==> src/design/mem_front_pkg.sv <==
package mem_front_pkg;

	// byte address width seen by the core and the memory
	localparam int ADDR_W = 20;

	// one cache line holds four 32-bit words
	localparam int LINE_W = 128;
	localparam int WORD_W = 32;

	// byte offset bits inside a line
	localparam int OFS_W = 4;

	// data request from the core, held as a level until d_done_o
	typedef struct packed {
		logic [ADDR_W-1:0] addr;
		logic [WORD_W-1:0] wdata;
		logic              is_byte;
		logic              is_store;
	} core_req_t;

	// line read response, the address is echoed back by the memory
	typedef struct packed {
		logic [LINE_W-1:0] data;
		logic [ADDR_W-1:0] addr;
	} mem_rsp_t;

	// write request to memory
	// for a byte write the data sits in the low 8 bits
	typedef struct packed {
		logic [ADDR_W-1:0] addr;
		logic [WORD_W-1:0] data;
		logic              is_byte;
	} mem_wr_t;

	// controller states
	// the hit states and STORE last exactly one cycle and carry the done pulse
	typedef enum logic [2:0] {
		IDLE        = 3'd0,
		DATA_HIT    = 3'd1,
		IFETCH_HIT  = 3'd2,
		DATA_FILL   = 3'd3,
		IFETCH_FILL = 3'd4,
		STORE       = 3'd5
	} ctrl_state_e;

endpackage
==> src/design/mem_front_top.sv <==
`timescale 1ns/1ps

module mem_front_top #(
	parameter int I_LINES = 8,
	parameter int D_LINES = 8
) (
	input  logic                             clk,
	input  logic                             rst_n_i,

	// instruction side
	input  logic                             if_req_i,
	input  logic [mem_front_pkg::ADDR_W-1:0] if_addr_i,
	output logic                             if_valid_o,
	output logic [mem_front_pkg::WORD_W-1:0] if_data_o,

	// data side
	input  logic                             d_req_i,
	input  mem_front_pkg::core_req_t         d_cmd_i,
	output logic                             d_done_o,
	output logic [mem_front_pkg::WORD_W-1:0] d_rdata_o,

	// memory side
	output logic                             mem_read_o,
	output logic [mem_front_pkg::ADDR_W-1:0] mem_read_addr_o,
	input  logic                             mem_data_ready_i,
	input  mem_front_pkg::mem_rsp_t          mem_rsp_i,
	output logic                             mem_write_o,
	output mem_front_pkg::mem_wr_t           mem_wr_o
);
	import mem_front_pkg::*;

	logic              i_hit;
	logic              d_hit;
	logic              i_fill;
	logic              d_fill;
	logic              d_merge;
	logic [LINE_W-1:0] fill_line;
	logic [LINE_W-1:0] i_line;
	logic [LINE_W-1:0] d_line;
	logic [LINE_W-1:0] d_merged;

	mem_ctrl u_ctrl (
		.clk              (clk),
		.rst_n_i          (rst_n_i),
		.if_req_i         (if_req_i),
		.if_addr_i        (if_addr_i),
		.d_req_i          (d_req_i),
		.d_cmd_i          (d_cmd_i),
		.i_hit_i          (i_hit),
		.d_hit_i          (d_hit),
		.mem_data_ready_i (mem_data_ready_i),
		.mem_rsp_i        (mem_rsp_i),
		.i_fill_o         (i_fill),
		.d_fill_o         (d_fill),
		.d_merge_o        (d_merge),
		.fill_line_o      (fill_line),
		.mem_read_o       (mem_read_o),
		.mem_read_addr_o  (mem_read_addr_o),
		.mem_write_o      (mem_write_o),
		.mem_wr_o         (mem_wr_o),
		.if_valid_o       (if_valid_o),
		.d_done_o         (d_done_o)
	);

	// the instruction cache is never written by stores
	line_cache #(
		.LINES (I_LINES)
	) u_icache (
		.clk          (clk),
		.rst_n_i      (rst_n_i),
		.addr_i       (if_addr_i),
		.fill_en_i    (i_fill),
		.fill_line_i  (fill_line),
		.merge_en_i   (1'b0),
		.merge_line_i ('0),
		.hit_o        (i_hit),
		.line_o       (i_line)
	);

	line_cache #(
		.LINES (D_LINES)
	) u_dcache (
		.clk          (clk),
		.rst_n_i      (rst_n_i),
		.addr_i       (d_cmd_i.addr),
		.fill_en_i    (d_fill),
		.fill_line_i  (fill_line),
		.merge_en_i   (d_merge),
		.merge_line_i (d_merged),
		.hit_o        (d_hit),
		.line_o       (d_line)
	);

	// fetches are always whole words
	load_align u_ialign (
		.line_i    (i_line),
		.addr_i    (if_addr_i[OFS_W-1:0]),
		.is_byte_i (1'b0),
		.wdata_i   ('0),
		.rdata_o   (if_data_o),
		.merged_o  ()
	);

	load_align u_dalign (
		.line_i    (d_line),
		.addr_i    (d_cmd_i.addr[OFS_W-1:0]),
		.is_byte_i (d_cmd_i.is_byte),
		.wdata_i   (d_cmd_i.wdata),
		.rdata_o   (d_rdata_o),
		.merged_o  (d_merged)
	);

endmodule

==> src/design/mem_ctrl.sv <==
`timescale 1ns/1ps

module mem_ctrl (
	input  logic                             clk,
	input  logic                             rst_n_i,
	input  logic                             if_req_i,
	input  logic [mem_front_pkg::ADDR_W-1:0] if_addr_i,
	input  logic                             d_req_i,
	input  mem_front_pkg::core_req_t         d_cmd_i,
	input  logic                             i_hit_i,
	input  logic                             d_hit_i,
	input  logic                             mem_data_ready_i,
	input  mem_front_pkg::mem_rsp_t          mem_rsp_i,
	output logic                             i_fill_o,
	output logic                             d_fill_o,
	output logic                             d_merge_o,
	output logic [mem_front_pkg::LINE_W-1:0] fill_line_o,
	output logic                             mem_read_o,
	output logic [mem_front_pkg::ADDR_W-1:0] mem_read_addr_o,
	output logic                             mem_write_o,
	output mem_front_pkg::mem_wr_t           mem_wr_o,
	output logic                             if_valid_o,
	output logic                             d_done_o
);
	import mem_front_pkg::*;

	ctrl_state_e state_q;
	ctrl_state_e state_d;

	// line address of the read in flight, compared against the echo
	logic [ADDR_W-1:0] req_addr_q;
	logic [ADDR_W-1:0] rd_addr_d;
	logic              issue_read;
	logic              rsp_match;

	function automatic logic [ADDR_W-1:0] line_base(input logic [ADDR_W-1:0] addr);
		line_base = {addr[ADDR_W-1:OFS_W], {OFS_W{1'b0}}};
	endfunction

	// a response counts only when it carries the line that was asked for
	assign rsp_match = mem_data_ready_i && (mem_rsp_i.addr == req_addr_q);

	// next state
	// data requests win over fetches when both are present in IDLE
	always_comb begin
		state_d    = state_q;
		issue_read = 1'b0;
		rd_addr_d  = line_base(if_addr_i);
		case (state_q)
			IDLE: begin
				if (d_req_i) begin
					rd_addr_d = line_base(d_cmd_i.addr);
					if (d_cmd_i.is_store) begin
						// stores go straight to memory, hit or miss
						state_d = STORE;
					end else if (d_hit_i) begin
						state_d = DATA_HIT;
					end else begin
						state_d    = DATA_FILL;
						issue_read = 1'b1;
					end
				end else if (if_req_i) begin
					if (i_hit_i) begin
						state_d = IFETCH_HIT;
					end else begin
						state_d    = IFETCH_FILL;
						issue_read = 1'b1;
					end
				end
			end
			// wait as long as memory needs, then answer from the freshly filled line
			DATA_FILL: begin
				if (rsp_match) begin
					state_d = DATA_HIT;
				end
			end
			IFETCH_FILL: begin
				if (rsp_match) begin
					state_d = IFETCH_HIT;
				end
			end
			// hit states and STORE hold for one cycle only
			default: begin
				state_d = IDLE;
			end
		endcase
	end

	always_ff @(posedge clk) begin
		if (!rst_n_i) begin
			state_q    <= IDLE;
			mem_read_o <= 1'b0;
		end else begin
			state_q    <= state_d;
			mem_read_o <= issue_read;
		end
	end

	always_ff @(posedge clk) begin
		if (issue_read) begin
			req_addr_q <= rd_addr_d;
		end
	end

	assign mem_read_addr_o = req_addr_q;

	// the line is written into the cache on the edge that accepts the response
	assign i_fill_o    = (state_q == IFETCH_FILL) && rsp_match;
	assign d_fill_o    = (state_q == DATA_FILL) && rsp_match;
	assign fill_line_o = mem_rsp_i.data;

	// the cache itself decides whether the store hits and the line is merged
	assign d_merge_o   = (state_q == STORE);
	assign mem_write_o = (state_q == STORE);

	// the core holds its request through STORE, so the write payload comes
	// straight from it
	always_comb begin
		mem_wr_o.addr    = d_cmd_i.addr;
		mem_wr_o.is_byte = d_cmd_i.is_byte;
		if (d_cmd_i.is_byte) begin
			mem_wr_o.data = {{(WORD_W-8){1'b0}}, d_cmd_i.wdata[7:0]};
		end else begin
			mem_wr_o.data = d_cmd_i.wdata;
		end
	end

	assign if_valid_o = (state_q == IFETCH_HIT);
	assign d_done_o   = (state_q == DATA_HIT) || (state_q == STORE);

endmodule

==> src/design/load_align.sv <==
`timescale 1ns/1ps

module load_align (
	input  logic [mem_front_pkg::LINE_W-1:0] line_i,
	input  logic [mem_front_pkg::OFS_W-1:0]  addr_i,
	input  logic                             is_byte_i,
	input  logic [mem_front_pkg::WORD_W-1:0] wdata_i,
	output logic [mem_front_pkg::WORD_W-1:0] rdata_o,
	output logic [mem_front_pkg::LINE_W-1:0] merged_o
);
	import mem_front_pkg::*;

	localparam int BYTE_W = 8;
	// bit position of a word or a byte inside the line
	localparam int POS_W = $clog2(LINE_W);

	logic [POS_W-1:0]  word_pos;
	logic [POS_W-1:0]  byte_pos;
	logic [WORD_W-1:0] word_sel;
	logic [BYTE_W-1:0] byte_sel;

	// word select uses addr[3:2], byte select the whole offset
	assign word_pos = {addr_i[OFS_W-1:2], 5'b0};
	assign byte_pos = {addr_i, 3'b0};

	assign word_sel = line_i[word_pos +: WORD_W];
	assign byte_sel = line_i[byte_pos +: BYTE_W];

	// byte loads are sign-extended to a full word
	always_comb begin
		if (is_byte_i) begin
			rdata_o = {{(WORD_W-BYTE_W){byte_sel[BYTE_W-1]}}, byte_sel};
		end else begin
			rdata_o = word_sel;
		end
	end

	// the line as it looks after the store, written back on a store hit
	always_comb begin
		merged_o = line_i;
		if (is_byte_i) begin
			merged_o[byte_pos +: BYTE_W] = wdata_i[BYTE_W-1:0];
		end else begin
			merged_o[word_pos +: WORD_W] = wdata_i;
		end
	end

endmodule

==> src/design/line_cache.sv <==
`timescale 1ns/1ps

module line_cache #(
	parameter int LINES = 8
) (
	input  logic                             clk,
	input  logic                             rst_n_i,
	input  logic [mem_front_pkg::ADDR_W-1:0] addr_i,
	input  logic                             fill_en_i,
	input  logic [mem_front_pkg::LINE_W-1:0] fill_line_i,
	input  logic                             merge_en_i,
	input  logic [mem_front_pkg::LINE_W-1:0] merge_line_i,
	output logic                             hit_o,
	output logic [mem_front_pkg::LINE_W-1:0] line_o
);
	import mem_front_pkg::*;

	localparam int IDX_W = $clog2(LINES);
	localparam int TAG_W = ADDR_W - OFS_W - IDX_W;

	logic [TAG_W-1:0]  tag_q [LINES];
	logic [LINE_W-1:0] line_q [LINES];
	logic [LINES-1:0]  valid_q;

	logic [IDX_W-1:0] idx;
	logic [TAG_W-1:0] tag;

	// the index sits right above the byte offset, the tag takes the rest
	assign idx = addr_i[OFS_W +: IDX_W];
	assign tag = addr_i[ADDR_W-1 -: TAG_W];

	// lookup is purely combinational so a hit can be answered in the same cycle
	assign hit_o  = valid_q[idx] && (tag_q[idx] == tag);
	assign line_o = line_q[idx];

	// reset clears every valid bit, so each line misses until it is filled again
	always_ff @(posedge clk) begin
		if (!rst_n_i) begin
			valid_q <= '0;
		end else if (fill_en_i) begin
			valid_q[idx] <= 1'b1;
		end
	end

	// a fill replaces whatever was held at this index
	// a merge only touches a line that is actually present, so a store miss
	// never allocates
	always_ff @(posedge clk) begin
		if (fill_en_i) begin
			tag_q[idx]  <= tag;
			line_q[idx] <= fill_line_i;
		end else if (merge_en_i && hit_o) begin
			line_q[idx] <= merge_line_i;
		end
	end

endmodule

==> config.mk <==
export PLATFORM = sky130hd
export DESIGN_NAME = mem_front_top
export DESIGN_NICKNAME = d
export VERILOG_FILES = /design/src/design/mem_front_pkg.sv /design/src/design/mem_front_top.sv /design/src/design/mem_ctrl.sv /design/src/design/load_align.sv /design/src/design/line_cache.sv
export SDC_FILE = /design/constraint.sdc
export NUM_CORES = 2
export LEC_CHECK = 0
export ABC_AREA = 0
export ABC_CLOCK_PERIOD_IN_PS = 42500
export BUFFER_PORTS_ARGS = -buffer_cell sky130_fd_sc_hd__buf_2
export CORE_MARGIN = 4
export CORE_UTILIZATION = 45
export DETAILED_ROUTE_END_ITERATION = 6
export SYNTH_ARGS = -nofsm -noshare
export SYNTH_HDL_FRONTEND = slang
export SYNTH_SLANG_ARGS = --single-unit
==> constraint.sdc <==
create_clock -name clk -period 42.5 [get_ports clk]
set_input_delay 8.5 -clock clk [delete_from_list [all_inputs] [get_ports clk]]
set_output_delay 8.5 -clock clk [all_outputs]
set_load 0.005 [all_outputs]
==> results.json <==
{
  "core_area_mm2": 0.212,
  "syn_inst": 5877,
  "worst_hold_path_type": "reg -> reg",
  "clock_sinks": 2292,
  "die_w_um": 469,
  "place_congestion": 0.954,
  "rsz0062_at_grt": "no",
  "max_stage_delay_ns": 0.99,
  "grt_pass1_vias": 56100,
  "vdd_drop_max_v": 0.0000369,
  "ys_warn_count": 0,
  "period_needed_ns": 22.30,
  "io_pins": 368,
  "crit_chain": "buf_8 -> buf_4 -> buf_4 -> buf_4 -> mux4_2 -> nor2_1 -> o21ai_0 -> o211ai_1 -> a21oi_1 -> a211oi_1 -> nor3_1 -> buf_2",
  "grt_pass1_wl_um": 444000,
  "critPathBufInv": 5,
  "worstSkewPairLatency_ns": 0.90,
  "slowest_stage": "nor3_1",
  "overflow": 0,
  "setup_viol_count_final": 0,
  "syn_to_final_growth_pct": 12.5,
  "antenna_found_initial": 88,
  "cts_root_buf": "clkbuf_16",
  "cts_setup_buffers": 0,
  "drt_iter0_markers": 9110,
  "fin_tns_setup_ns": 0,
  "cts_inserted_buffers": 228,
  "first_pass_iters": 6,
  "hold_ws_ns": 0.460,
  "die_y_um": 469,
  "synth_flop_cell": "edfxtp_1",
  "finalCritPeriodShare": 0.525,
  "synth.distinct_cells": 87,
  "synth_seq_cells": 2292,
  "drcViolationCount": 0,
  "synth_top_area_frac": 0.713,
  "grtUsageTotal": 0.286,
  "seqPwrFrac": 0.517,
  "synth-seq-area-share": 0.717,
  "yosys.area.top_type": "edfxtp_1",
  "drv_cap": 0,
  "via_count": 60000,
  "worst_path_most_repeated_cell": "buf_4",
  "r2r_setup_slack_ns": 37.06,
  "dpl.hpwl_um": 198000,
  "cp.arrival_ns": 13.80,
  "final_max_slew_viol_count": 0,
  "combPwrFrac": 0.081,
  "clock_path_buffers": 3,
  "wl_per_cell_um": 34.9,
  "critPathCaptureType": "output port",
  "fmax_mhz": 44.9,
  "slew_headroom": 0.107,
  "nNetsFinal": 6418,
  "postRouteAntennaNets": 0,
  "fp-row-count": 169,
  "final_cells": 9233,
  "routed_wirelength_um": 323000,
  "critical_path.top_delay_family": "buffers and inverters",
  "swShare": 0.235,
  "start_kind": "input pin",
  "cellPowerDensity_mw_per_mm2": 44.7,
  "critical_path.max_fanout": 50,
  "hold_buffers": 0,
  "place_inst": 8774,
  "finalHoldViolCount": 0,
  "grt_max_degree": 130,
  "p_sw_w": 0.00113,
  "fin_skew_ns": 0.0618,
  "p_clk_frac": 0.401,
  "cts_resized": 0,
  "synth_edf_count": 2272,
  "initial_core_util": 0.452,
  "async_flop_share": 0,
  "intPower_w": 0.00368,
  "cp.required_ns": 34.00,
  "port_buffers": 361,
  "clk_pin_slew_worst_paths_ns": 0.05,
  "die_area_mm2": 0.220,
  "netlist_area_mm2": 0.0957,
  "tightest_slew_ns": 1.34,
  "netlist_top_cells_area": "edfxtp_1 (71%), mux4_2 (3.8%), mux2i_1 (3.1%), mux2_2 (1.9%), a221oi_1 (1.9%)",
  "htreeDepth": 4,
  "n_fill_cell": 17600,
  "crit_type": "in -> out",
  "layout-drive-gt1-share": 0.210,
  "postSynthAreaPerCell_um2": 16.3,
  "cts_tree": "built",
  "p_leak_nw": 35.2,
  "avgViaCountPerCell": 6.50,
  "status": "complete, no violations"
}
synth_stat cells, types with 21 or more instances:
cell type,number
buf_1,43
o22ai_1,34
nand2_1,304
xnor2_1,29
nor2b_1,38
buf_2,80
a22o_1,61
edfxtp_1,2272
buf_4,61
buf_6,26
o21ai_0,213
a221o_1,69
a221oi_1,203
mux4_2,163
o211ai_1,66
nor2_1,313
a21oi_1,318
a211oi_1,63
nand4_1,58
o2bb2ai_1,41
mux2_4,100
and2_1,21
nor3_1,36
inv_1,35
nand3_1,51
mux2i_1,294
a22oi_1,201
mux2_2,162
clkbuf_1,245
cells in the final DEF (no fill, tap or decap), drive strengths merged, types with 43 or more instances in the layout:
| cell | count |
|---|---|
| edfxtp | 2272 |
| buf | 537 |
| a21oi | 319 |
| nor2 | 313 |
| nand2 | 304 |
| clkbuf | 302 |
| mux2i | 294 |
| mux2 | 280 |
| o21ai | 215 |
| a221oi | 204 |
| a22oi | 201 |
| mux4 | 163 |
| clkinv | 95 |
| a221o | 69 |
| o211ai | 66 |
| a211oi | 63 |
| a22o | 61 |
| nand4 | 58 |
| nand3 | 51 |
| diode | 46 |
| inv | 43 |
registers in the layout, summed over array words and instances, names as in the netlist:
name and count:
u_dcache.valid_q 8, u_ctrl.mem_read_o 1, u_ctrl.state_q 3, u_icache.tag_q 104, u_dcache.tag_q 104, u_icache.line_q 1024, u_icache.valid_q 8, u_dcache.line_q 1024
u_ctrl.mem_read_addr_o 16
metrics by stage:
step	instance area [um^2]	setup WS [ns]	utilization	power, W
detailed placement	100000	20.44	0.474	0.00292
global route	108000	20.11	0.508	0.00494
floorplan	95700	18.35	-	0.00274
finish	108000	20.20	0.508	0.00481
global placement	100000	20.42	0.474	0.00291
CTS	108000	20.43	0.508	0.00482
logic make-up after synthesis:
family,synth area share
compound gates,0.104
mux,0.106
xor+xnor,0.00348
fa+ha+maj,0.00105
other cells,0.0000392
simple gates,0.0408
buf+inv,0.0272
flops,0.717
layer usage:
metal / routed length [um] / vias up / global-route usage
met5: 43 / - / 0
met4: 15900 / 8 / 0.129
met3: 34900 / 773 / 0.0622
met2: 145000 / 3849 / 0.430
met1: 127000 / 31000 / 0.403
li1: - / 24400 / -
final timing paths:
check                            start                     end  cells after the start
setup / recovery           d_cmd_i[40]            d_rdata_o[3]                     12
hold reg to reg    u_dcache.valid_q[1]     u_dcache.valid_q[1]                      1
hold / removal     u_dcache.valid_q[1]     u_dcache.valid_q[1]                      1
setup reg to reg  u_dcache.tag_q[6][0]  u_dcache.line_q[6][74]                      8
layout make-up:
class / count / area (um^2) / area share
Antenna cell: 46 / 115 / 0.00107
Timing Repair Buffer: 539 / 3310 / 0.0307
Clock inverter: 113 / 1060 / 0.00988
Multi-Input combinational cell: 3082 / 24800 / 0.231
Sequential cell: 2292 / 68600 / 0.637
Clock buffer: 300 / 6060 / 0.0563
Tap cell: 2821 / 3530 / 0.0328
Inverter: 40 / 153 / 0.00142
power by group through the flow:
stage	Clock (W)	Sequential [W]	Combinational, W
2_1_floorplan	0	0.00254	0.000203
3_3_place_gp	0	0.00254	0.000376
3_5_place_dp	0	0.00254	0.000380
4_1_cts	0.00195	0.00249	0.000382
5_1_grt	0.00205	0.00249	0.000406
6_report	0.00193	0.00249	0.000391
Power figures use the tool's default switching activity.
